## src/zmips_pkg.sv

```systemverilog
// Widths, opcode bit positions, ALU codes, forward selects and the instruction word union
`default_nettype none

package zmips_pkg;

    // Widths and counts
    localparam int xlen     = 32;   // Data and address width
    localparam int reg_aw   = 5;    // Register address width
    localparam int num_regs = 32;
    localparam int pc_step  = 4;    // One word per instruction
    localparam int shamt_w  = 5;
    localparam int shamt_lsb = 6;   // Shamt position inside immd_se

    // Bit indices inside the 6-bit R-format op
    localparam int op_shop_bit  = 0;    // Shift operation
    localparam int op_wrreg_bit = 2;    // Write back to rd, also load (1) / store (0)
    localparam int op_mem_bit   = 3;    // Memory access

    // Top two op bits pick the format
    localparam logic [1:0] fmt_rfmt = 2'b00;
    localparam logic [1:0] fmt_limm = 2'b01;    // Low op bits are 0101

    // ALU codes, {shop, funct[5:3]}
    localparam logic [3:0] alu_pass = 4'b0_000;
    localparam logic [3:0] alu_add  = 4'b0_001;
    localparam logic [3:0] alu_sub  = 4'b0_010;
    localparam logic [3:0] alu_and  = 4'b0_011;
    localparam logic [3:0] alu_or   = 4'b0_100;
    localparam logic [3:0] alu_xor  = 4'b0_101;
    localparam logic [3:0] alu_sll  = 4'b1_000;
    localparam logic [3:0] alu_srl  = 4'b1_001;
    localparam logic [3:0] alu_sra  = 4'b1_010;

    // Operand forward selects
    localparam logic [1:0] fwd_reg = 2'b00;    // Register file value
    localparam logic [1:0] fwd_wb  = 2'b01;    // Write-back data
    localparam logic [1:0] fwd_mem = 2'b10;    // MEM stage result

    // One instruction word, seen as R-format or as I-format
    typedef union packed {
        struct packed {
            logic [5:0]        op;
            logic [reg_aw-1:0] rs;
            logic [reg_aw-1:0] rt;
            logic [reg_aw-1:0] rd;
            logic [4:0]        shamt;
            logic [5:0]        funct;   // Bits 5..3 pick the ALU operation
        } r;
        struct packed {
            logic [3:0]  op;
            logic [1:0]  cc;
            logic [25:0] immd;  // Sign-extended into register 0
        } i;
    } instr_t;

endpackage

`default_nettype wire

```

## src/zmips_if.sv

```systemverilog
// ID/EX and EX/MEM pipeline bundles with driver, sink and monitor modports
`timescale 1ns/1ps
`default_nettype none

interface id_ex_if;
    logic [zmips_pkg::xlen-1:0]   a_val;     // Register file rs value
    logic [zmips_pkg::xlen-1:0]   b_val;     // Register file rt value
    logic [zmips_pkg::reg_aw-1:0] rs;
    logic [zmips_pkg::reg_aw-1:0] rt;
    logic [zmips_pkg::reg_aw-1:0] rd;        // Zero on load immediate
    logic [zmips_pkg::xlen-1:0]   immd_se;
    logic [3:0]                   alu_op;
    logic                         alusrc;    // ALU a from immd_se
    logic                         memrd;
    logic                         memwr;
    logic                         wrreg;

    modport drv (output a_val, b_val, rs, rt, rd, immd_se, alu_op, alusrc, memrd, memwr, wrreg);
    modport snk (input a_val, b_val, rs, rt, rd, immd_se, alu_op, alusrc, memrd, memwr, wrreg);
    modport mon (input rs, rt, rd, memrd);   // Load-use and forward checks
endinterface

interface ex_mem_if;
    logic [zmips_pkg::xlen-1:0]   alu_rslt;  // Also the data address
    logic [zmips_pkg::xlen-1:0]   st_data;   // Forwarded rt
    logic [zmips_pkg::reg_aw-1:0] wb_reg;
    logic                         memrd;
    logic                         memwr;
    logic                         wrreg;

    modport drv (output alu_rslt, st_data, wb_reg, memrd, memwr, wrreg);
    modport snk (input alu_rslt, st_data, wb_reg, memrd, memwr, wrreg);
    modport mon (input wb_reg, wrreg);
endinterface

`default_nettype wire

```

## src/zmips.sv

```systemverilog
// Top level: five-stage pipeline wiring with instruction and data memory ports
`timescale 1ns/1ps
`default_nettype none

module zmips (
    input  logic                       clk,
    input  logic                       rst,      // Synchronous, active high
    output logic [zmips_pkg::xlen-1:0] i_addr,
    input  logic [zmips_pkg::xlen-1:0] i_data,
    output logic [zmips_pkg::xlen-1:0] d_addr,
    output logic [zmips_pkg::xlen-1:0] d_wdata,
    input  logic [zmips_pkg::xlen-1:0] d_rdata,
    output logic                       d_wr,
    output logic                       d_rd
);

    zmips_pkg::instr_t            ir;           // IF/ID word
    logic                         stall;
    logic [zmips_pkg::reg_aw-1:0] rs;
    logic [zmips_pkg::reg_aw-1:0] rt;
    logic [1:0]                   rs_sel;
    logic [1:0]                   rt_sel;
    logic [zmips_pkg::xlen-1:0]   mem_rslt;
    // Write-back bus
    logic [zmips_pkg::xlen-1:0]   wb_data;
    logic [zmips_pkg::reg_aw-1:0] wb_reg;
    logic                         wb_wr;

    id_ex_if  id_ex ();
    ex_mem_if ex_mem ();

    zmips_fetch fetch0 (
        .clk    (clk),
        .rst    (rst),
        .stall  (stall),
        .i_data (i_data),
        .i_addr (i_addr),
        .ir     (ir)
    );

    zmips_decode decode0 (
        .clk     (clk),
        .rst     (rst),
        .stall   (stall),
        .ir      (ir),
        .wb_reg  (wb_reg),
        .wb_data (wb_data),
        .wb_wr   (wb_wr),
        .rs      (rs),
        .rt      (rt),
        .id_ex   (id_ex.drv)
    );

    zmips_execute exec0 (
        .clk      (clk),
        .rst      (rst),
        .id_ex    (id_ex.snk),
        .rs_sel   (rs_sel),
        .rt_sel   (rt_sel),
        .mem_rslt (mem_rslt),
        .wb_data  (wb_data),
        .ex_mem   (ex_mem.drv)
    );

    zmips_mem_wb memwb0 (
        .clk      (clk),
        .rst      (rst),
        .ex_mem   (ex_mem.snk),
        .d_addr   (d_addr),
        .d_wdata  (d_wdata),
        .d_wr     (d_wr),
        .d_rd     (d_rd),
        .d_rdata  (d_rdata),
        .mem_rslt (mem_rslt),
        .wb_data  (wb_data),
        .wb_reg   (wb_reg),
        .wb_wr    (wb_wr)
    );

    zmips_hazard hazard0 (
        .rs     (rs),
        .rt     (rt),
        .id_ex  (id_ex.mon),
        .ex_mem (ex_mem.mon),
        .wb_reg (wb_reg),
        .wb_wr  (wb_wr),
        .stall  (stall),
        .rs_sel (rs_sel),
        .rt_sel (rt_sel)
    );

endmodule

`default_nettype wire

```

## src/zmips_alu.sv

```systemverilog
// ALU: pass, add, subtract, logic operations and shifts by shamt
`timescale 1ns/1ps
`default_nettype none

module zmips_alu (
    input  logic [zmips_pkg::xlen-1:0]    a,
    input  logic [zmips_pkg::xlen-1:0]    b,
    input  logic [zmips_pkg::shamt_w-1:0] shamt,
    input  logic [3:0]                    op,
    output logic [zmips_pkg::xlen-1:0]    y
);

    always_comb
    begin
        case (op)
            zmips_pkg::alu_pass: y = a;         // Also load immediate
            zmips_pkg::alu_add:  y = a + b;
            zmips_pkg::alu_sub:  y = a - b;     // Plain two's complement
            zmips_pkg::alu_and:  y = a & b;
            zmips_pkg::alu_or:   y = a | b;
            zmips_pkg::alu_xor:  y = a ^ b;
            // Shifts act on a only
            zmips_pkg::alu_sll:  y = a << shamt;
            zmips_pkg::alu_srl:  y = a >> shamt;
            zmips_pkg::alu_sra:  y = $unsigned($signed(a) >>> shamt);
            default:             y = a;         // Reserved codes pass
        endcase
    end

endmodule

`default_nettype wire

```

## src/zmips_decode.sv

```systemverilog
// Decode stage: field split, control generation, register file and ID/EX register
`timescale 1ns/1ps
`default_nettype none

module zmips_decode (
    input  logic                         clk,
    input  logic                         rst,
    input  logic                         stall,
    input  zmips_pkg::instr_t            ir,
    input  logic [zmips_pkg::reg_aw-1:0] wb_reg,
    input  logic [zmips_pkg::xlen-1:0]   wb_data,
    input  logic                         wb_wr,
    output logic [zmips_pkg::reg_aw-1:0] rs,     // To hazard unit
    output logic [zmips_pkg::reg_aw-1:0] rt,
    id_ex_if.drv                         id_ex
);

    logic [zmips_pkg::xlen-1:0] rs_val;
    logic [zmips_pkg::xlen-1:0] rt_val;
    logic [zmips_pkg::xlen-1:0] immd_se;
    logic [3:0]                 alu_op;
    logic                       rfmt;
    logic                       limm;
    logic                       mem_op;
    logic                       wr_op;

    assign rs = ir.r.rs;
    assign rt = ir.r.rt;

    // Format from the top op bits, anything else is a bubble
    assign rfmt = (ir.r.op[5:4] == zmips_pkg::fmt_rfmt);
    assign limm = (ir.r.op[5:4] == zmips_pkg::fmt_limm);

    assign mem_op = ir.r.op[zmips_pkg::op_mem_bit];
    assign wr_op  = ir.r.op[zmips_pkg::op_wrreg_bit];   // Also load vs store

    // 26-bit immediate seen through the I-format view
    assign immd_se = {{(zmips_pkg::xlen - 26){ir.i.immd[25]}}, ir.i.immd};

    // Load immediate just passes immd_se through
    assign alu_op = limm ? zmips_pkg::alu_pass
                         : {ir.r.op[zmips_pkg::op_shop_bit], ir.r.funct[5:3]};

    zmips_regfile rf0 (
        .clk     (clk),
        .rs      (ir.r.rs),
        .rt      (ir.r.rt),
        .rs_val  (rs_val),
        .rt_val  (rt_val),
        .wb_reg  (wb_reg),
        .wb_data (wb_data),
        .wb_wr   (wb_wr)
    );

    always_ff @(posedge clk)
    begin
        id_ex.a_val   <= rs_val;
        id_ex.b_val   <= rt_val;
        id_ex.rs      <= ir.r.rs;
        id_ex.rt      <= ir.r.rt;
        id_ex.rd      <= limm ? '0 : ir.r.rd;   // Load immediate targets register 0
        id_ex.immd_se <= immd_se;
        id_ex.alu_op  <= alu_op;
        if (rst || stall || !(rfmt || limm))
        begin
            id_ex.alusrc <= 1'b0;   // Bubble
            id_ex.memrd  <= 1'b0;
            id_ex.memwr  <= 1'b0;
            id_ex.wrreg  <= 1'b0;
        end
        else
        begin
            id_ex.alusrc <= limm;
            id_ex.memrd  <= mem_op & wr_op;
            id_ex.memwr  <= mem_op & ~wr_op;
            id_ex.wrreg  <= wr_op;
        end
    end

endmodule

`default_nettype wire

```

## src/zmips_execute.sv

```systemverilog
// Execute stage: forward muxes, immediate select, ALU and EX/MEM register
`timescale 1ns/1ps
`default_nettype none

module zmips_execute (
    input  logic                       clk,
    input  logic                       rst,
    id_ex_if.snk                       id_ex,
    input  logic [1:0]                 rs_sel,
    input  logic [1:0]                 rt_sel,
    input  logic [zmips_pkg::xlen-1:0] mem_rslt,   // Load data or ALU result in MEM
    input  logic [zmips_pkg::xlen-1:0] wb_data,
    ex_mem_if.drv                      ex_mem
);

    logic [zmips_pkg::xlen-1:0] a_fwd;
    logic [zmips_pkg::xlen-1:0] b_fwd;
    logic [zmips_pkg::xlen-1:0] alu_a;
    logic [zmips_pkg::xlen-1:0] alu_y;

    // Same choice for both operands
    function automatic logic [zmips_pkg::xlen-1:0] fwd_pick(
        input logic [1:0]                 sel,
        input logic [zmips_pkg::xlen-1:0] reg_val,
        input logic [zmips_pkg::xlen-1:0] wb_val,
        input logic [zmips_pkg::xlen-1:0] mem_val
    );
        case (sel)
            zmips_pkg::fwd_wb:  return wb_val;
            zmips_pkg::fwd_mem: return mem_val;
            default:            return reg_val;
        endcase
    endfunction

    assign a_fwd = fwd_pick(rs_sel, id_ex.a_val, wb_data, mem_rslt);
    assign b_fwd = fwd_pick(rt_sel, id_ex.b_val, wb_data, mem_rslt);
    assign alu_a = id_ex.alusrc ? id_ex.immd_se : a_fwd;   // Load immediate

    zmips_alu alu0 (
        .a     (alu_a),
        .b     (b_fwd),
        .shamt (id_ex.immd_se[zmips_pkg::shamt_lsb +: zmips_pkg::shamt_w]),
        .op    (id_ex.alu_op),
        .y     (alu_y)
    );

    always_ff @(posedge clk)
    begin
        ex_mem.alu_rslt <= alu_y;
        ex_mem.st_data  <= b_fwd;       // Store data is forwarded rt
        ex_mem.wb_reg   <= id_ex.rd;
        if (rst)
        begin
            ex_mem.memrd <= 1'b0;
            ex_mem.memwr <= 1'b0;
            ex_mem.wrreg <= 1'b0;
        end
        else
        begin
            ex_mem.memrd <= id_ex.memrd;
            ex_mem.memwr <= id_ex.memwr;
            ex_mem.wrreg <= id_ex.wrreg;
        end
    end

endmodule

`default_nettype wire

```

## src/zmips_fetch.sv

```systemverilog
// Fetch stage: program counter, incrementer and IF/ID instruction register
`timescale 1ns/1ps
`default_nettype none

module zmips_fetch (
    input  logic                       clk,
    input  logic                       rst,
    input  logic                       stall,   // Load-use hold
    input  logic [zmips_pkg::xlen-1:0] i_data,
    output logic [zmips_pkg::xlen-1:0] i_addr,
    output zmips_pkg::instr_t          ir
);

    logic [zmips_pkg::xlen-1:0] pc;

    assign i_addr = pc;     // Instruction memory reads this cycle

    always_ff @(posedge clk)
    begin
        if (rst)
        begin
            pc <= '0;
            ir <= '0;       // Zero word decodes as a NOP
        end
        else if (!stall)
        begin
            pc <= pc + zmips_pkg::xlen'(zmips_pkg::pc_step);
            ir <= i_data;
        end
    end

endmodule

`default_nettype wire

```

## src/zmips_hazard.sv

```systemverilog
// Hazard unit: load-use stall and EX operand forward selects
`timescale 1ns/1ps
`default_nettype none

module zmips_hazard (
    input  logic [zmips_pkg::reg_aw-1:0] rs,    // Sources of the instruction in ID
    input  logic [zmips_pkg::reg_aw-1:0] rt,
    id_ex_if.mon                         id_ex,
    ex_mem_if.mon                        ex_mem,
    input  logic [zmips_pkg::reg_aw-1:0] wb_reg,
    input  logic                         wb_wr,
    output logic                         stall,
    output logic [1:0]                   rs_sel,
    output logic [1:0]                   rt_sel
);

    // MEM beats WB, each only when that stage writes the register
    function automatic logic [1:0] fwd_sel(
        input logic [zmips_pkg::reg_aw-1:0] src,
        input logic [zmips_pkg::reg_aw-1:0] mem_reg,
        input logic                         mem_wr,
        input logic [zmips_pkg::reg_aw-1:0] wbk_reg,
        input logic                         wbk_wr
    );
        if (mem_wr && mem_reg == src)
        begin
            return zmips_pkg::fwd_mem;
        end
        else if (wbk_wr && wbk_reg == src)
        begin
            return zmips_pkg::fwd_wb;
        end
        return zmips_pkg::fwd_reg;
    endfunction

    // Load in EX feeds ID, hold one cycle
    assign stall = id_ex.memrd && (id_ex.rd == rs || id_ex.rd == rt);

    assign rs_sel = fwd_sel(id_ex.rs, ex_mem.wb_reg, ex_mem.wrreg, wb_reg, wb_wr);
    assign rt_sel = fwd_sel(id_ex.rt, ex_mem.wb_reg, ex_mem.wrreg, wb_reg, wb_wr);

endmodule

`default_nettype wire

```

## src/zmips_mem_wb.sv

```systemverilog
// Memory and write-back stages: data port, MEM/WB register and write-back select
`timescale 1ns/1ps
`default_nettype none

module zmips_mem_wb (
    input  logic                         clk,
    input  logic                         rst,
    ex_mem_if.snk                        ex_mem,
    output logic [zmips_pkg::xlen-1:0]   d_addr,
    output logic [zmips_pkg::xlen-1:0]   d_wdata,
    output logic                         d_wr,
    output logic                         d_rd,
    input  logic [zmips_pkg::xlen-1:0]   d_rdata,
    output logic [zmips_pkg::xlen-1:0]   mem_rslt,
    output logic [zmips_pkg::xlen-1:0]   wb_data,
    output logic [zmips_pkg::reg_aw-1:0] wb_reg,
    output logic                         wb_wr
);

    logic [zmips_pkg::xlen-1:0] memd_q;     // Load data
    logic [zmips_pkg::xlen-1:0] alud_q;     // ALU result
    logic                       memrd_q;

    // Data memory answers in the same cycle
    assign d_addr  = ex_mem.alu_rslt;
    assign d_wdata = ex_mem.st_data;
    assign d_wr    = ex_mem.memwr;
    assign d_rd    = ex_mem.memrd;

    assign mem_rslt = ex_mem.memrd ? d_rdata : ex_mem.alu_rslt;   // Forward to EX

    always_ff @(posedge clk)
    begin
        memd_q <= d_rdata;
        alud_q <= ex_mem.alu_rslt;
        wb_reg <= ex_mem.wb_reg;
        if (rst)
        begin
            memrd_q <= 1'b0;
            wb_wr   <= 1'b0;
        end
        else
        begin
            memrd_q <= ex_mem.memrd;
            wb_wr   <= ex_mem.wrreg;
        end
    end

    assign wb_data = memrd_q ? memd_q : alud_q;

endmodule

`default_nettype wire

```

## src/zmips_regfile.sv

```systemverilog
// Register file: 32 words, two combinational read ports, one write port with bypass
`timescale 1ns/1ps
`default_nettype none

module zmips_regfile (
    input  logic                         clk,
    input  logic [zmips_pkg::reg_aw-1:0] rs,
    input  logic [zmips_pkg::reg_aw-1:0] rt,
    output logic [zmips_pkg::xlen-1:0]   rs_val,
    output logic [zmips_pkg::xlen-1:0]   rt_val,
    input  logic [zmips_pkg::reg_aw-1:0] wb_reg,
    input  logic [zmips_pkg::xlen-1:0]   wb_data,
    input  logic                         wb_wr
);

    logic [zmips_pkg::xlen-1:0] regs [zmips_pkg::num_regs];

    always_ff @(posedge clk)
    begin
        if (wb_wr)
        begin
            regs[wb_reg] <= wb_data;
        end
    end

    // A write in this cycle is seen by the reader at once
    assign rs_val = (wb_wr && wb_reg == rs) ? wb_data : regs[rs];
    assign rt_val = (wb_wr && wb_reg == rt) ? wb_data : regs[rt];

endmodule

`default_nettype wire
```

## config.mk

```make
export PLATFORM = sky130hd
export DESIGN_NAME = zmips
export DESIGN_NICKNAME = d
export VERILOG_FILES = /design/src/zmips_pkg.sv /design/src/zmips_if.sv /design/src/zmips.sv /design/src/zmips_alu.sv /design/src/zmips_decode.sv /design/src/zmips_execute.sv /design/src/zmips_fetch.sv /design/src/zmips_hazard.sv /design/src/zmips_mem_wb.sv /design/src/zmips_regfile.sv
export SDC_FILE = /design/constraint.sdc
export NUM_CORES = 2
export LEC_CHECK = 0
export ABC_AREA = 0
export BUFFER_PORTS_ARGS = -buffer_cell sky130_fd_sc_hd__clkbuf_2
export CAP_MARGIN = 20
export CORE_MARGIN = 5
export CORE_UTILIZATION = 35
export CTS_CLUSTER_SIZE = 40
export DETAILED_ROUTE_END_ITERATION = 7
export PLACE_DENSITY = 0.55
export SETUP_SLACK_MARGIN = 0.02
export SYNTH_ARGS = -nofsm -noshare
export SYNTH_HDL_FRONTEND = slang
export SYNTH_SLANG_ARGS = --single-unit
```

## constraint.sdc

```tcl
create_clock -name clk -period 7.21 [get_ports clk]
set_input_delay 0.3605 -clock clk [delete_from_list [all_inputs] [get_ports clk]]
set_output_delay 0.3605 -clock clk [all_outputs]
set_load 0.02 [all_outputs]
```

==> impl_metrics.ini <==
[route]
wire_per_inst_um = 35.53
vias = 47000
routed_wl_um = 267800
vias_per_cell = 6.236
drtAntennaViolNets = 0
drt-initial-drc-count = 5725
drt_pass1_iterations = 8
drc_errors = 0

[floorplan]
core_region_area_um2 = 185000
fp-row-count = 158
start_util = 0.3510
die-width_um = 440.8
io_pins = 164
die_area_um2 = 194300
die_h_um = 440.8

[sta]
max_freq_ghz = 0.1443
slew_headroom = 0.1256
drv_slew = 0
worst_slack_ns = 0.2789
max_slew.worst_pin.slew_ns = 1.275
finalClockSkew_ns = 0.04016
fin_crit_sh = 0.9613
hold_viol_final = 0
rsz0062_at_grt = false
period_needed_ns = 6.931
setup_tns_ns = 0
setup_violations = 0

[synth]
synth_edf_count = 1024
post_synth_num_cell_types = 95
synth_warnings = 0
syn_inst = 4512
async_flop_share = 0
synth_area_um2 = 64950
synth-seq-cells = 1267
ys_seq_area_frac = 0.5483
synth_area_per_cell_um2 = 14.40
dominantRegCellSynth = edfxtp_1

[worst_setup_path]
crit_path_end_kind = register
regToRegSetupSlack_ns = 0.28
r2r-start = decode0.id_ex.immd_se[16]
path_class = reg2reg
worstPathArrival_ns = 7.68
cp_max_fo = 31
max_stage_delay_ns = 0.56
r2r-end = exec0.ex_mem.alu_rslt[19]
critPathMostFrequentCell = buf_4
start_kind = register
endpoint = exec0.ex_mem.alu_rslt[19]
critical-path-slowest-cell = dfxtp_4
critPathRequiredTime_ns = 7.96
rr_worst_depth = 26
cp-startpoint = decode0.id_ex.immd_se[16]

[cells_and_area]
layout-drive-gt1-share = 0.2705
seqCellArea_um2 = 35650
regMostFlops = decode0.rf0.regs
fillCellCount = 16980
fin_area_um2 = 76020
syn_to_final_growth_pct = 17.04
final_nets = 5107
largest_reg_flops = 1024
multi_input_area_um2 = 27670

[power_and_ir_drop]
ir_worst_vdd_v = 0.0002312
power_density_nw_per_um2 = 262.2
power.leakage_nw = 26.17

[global_routing]
grt_start_max_net_pins = 91
antenna_found_initial = 12
grt_pass1_vias = 45410
grt_pass1_wl_um = 366100
grt_overflow = 0
grt_usage = 0.2697

[clock_tree]
clock_sinks = 1267
cts_tree = yes
path_clk_slew_ns = 0.06
cts_made_buffers = 143
h-tree-depth = 4
cts-root-buf = clkbuf_16
clk_latency_ns = 0.82
clock_path_buffers = 3

[job]
drv_cap = 0

[hold_path]
min_path_cells = 3
min_path_type = in2reg

[place]
dpl_cell_area_um2 = 70840
dp_hpwl_um = 180200
pre_cts_ws_ns = 0.3931
numPortBuffers = 160
place_congestion = 1.017

[status]
status = completed
## worst min-delay path by stage
stage                                           to         start
after floorplan           decode0.id_ex.immd_se[0]  fetch0.ir[0]
after global placement    decode0.id_ex.immd_se[8]  fetch0.ir[8]
after detailed placement  decode0.id_ex.immd_se[7]  fetch0.ir[7]
after CTS                            fetch0.ir[16]           rst
after global routing             memwb0.memd_q[22]   d_rdata[22]
final                             fetch0.i_addr[2]           rst
## per-layer routing
layer,global-route usage,part of all wire,vias to the layer above
met2,0.4204,0.45,3017
met3,0.06881,0.11,651
met4,0.1511,0.066,4
li1,-,-,19060
met1,0.3433,0.37,24270
met5,0,0.000086,-
## synth_stat cells, types with 18 or more instances
library cell     n  area [um^2]
a22oi_1        150         1126
mux4_2         432         9729
xnor2_1         70        613.1
a32oi_1         24        210.2
nand2b_1        24        150.1
ha_1           102         1276
buf_2           53        265.3
nor3_1          35        175.2
mux2_2          76        855.8
nand3_1         93        465.5
dfxtp_1        243         4865
o21ai_0        110        550.5
edfxtp_1      1024        30750
and3_1          26        162.7
nand4_1         36        225.2
buf_4           39        292.8
a221oi_1        42        367.9
nand2_1        253        949.7
clkbuf_1       180        675.7
a31oi_1         28        175.2
mux4_1          18        473.0
inv_1           96        360.4
a21o_1          27        202.7
mux2i_1        417         4174
o22ai_1         40        250.2
nor2_1         246        923.4
xor2_1          38        332.8
buf_1           37        138.9
nor2b_1         22        137.6
a211oi_1        28        210.2
a21oi_1        116        580.6
and2_1          27        168.9
o211ai_1        41        307.8
## cells in the final DEF, fill, tap and decap left out, drive strengths merged, types with 63 or more instances in the layout
cell	instances
a21oi	116
a22oi	150
buf	386
clkbuf	342
dfxtp	243
dlygate4sd3	63
edfxtp	1024
ha	102
inv	109
mux2	79
mux2i	417
mux4	450
nand2	253
nand3	95
nor2	246
o21ai	119
xnor2	70
## critical path: cells and delay by family (launching register included)
family / cells / cell delay (ns)
simple gates: 5 / 0.95
mux: 2 / 1.05
compound gates: 8 / 2.03
fa+ha+maj: 1 / 0.35
buf+inv: 8 / 1.59
flops: 1 / 0.56
xor+xnor: 2 / 0.28
## area by class of cell
type / instances / share of cell area
flip-flops and latches: 1267 / 0.4689
multi-input cells: 2812 / 0.3639
repair buffers: 609 / 0.06132
clock buffers: 182 / 0.05051
well taps: 2480 / 0.04082
clock inverters: 75 / 0.009052
inverters: 105 / 0.005201
diodes: 7 / 0.0002304
## through the flow
stage                       util  std cells  total power (W)  hold WS [ns]
after detailed placement  0.3828       7210          0.01275        0.3390
final                     0.4108       7537          0.01993        0.1905
after floorplan                -       4513          0.01093        0.3301
after global routing      0.4108       7530          0.02054        0.2141
after global placement    0.3827       7209          0.01273        0.3365
after CTS                 0.4107       7530          0.01993        0.1642
## logic make-up (layout without fill, tap and decap cells)
logic type               count (synthesis)  count (layout)  synth area share
buffers and inverters                  434             971           0.03132
multiplexers                           946             946            0.2351
AND/OR/NAND/NOR                        842             842           0.06103
flip-flops                            1267            1267            0.5483
XOR/XNOR                               108             108           0.01456
other                                    1               9        0.00005773
AO/OA/AOI/OAI                          811             811           0.08969
adder cells (fa/ha/maj)                103             103           0.01996
## power breakdown
part,leakage [nW],internal (W),switching (W)
clock,2.20,0.00407,0.00311
sequential,11.3,0.00851,0.000214
combinational,12.7,0.00137,0.00265
## repair_timing
| action | 4_1_cts | 5_1_grt |
|---|---|---|
| hold endpoints to repair | 63 | 0 |
| gates resized for setup | 0 | 2 |
| setup buffers | 0 | 0 |
| hold buffers | 63 | 0 |
| endpoints found under the setup margin | 0 | 5 |
(Power assumes the default switching activity.)
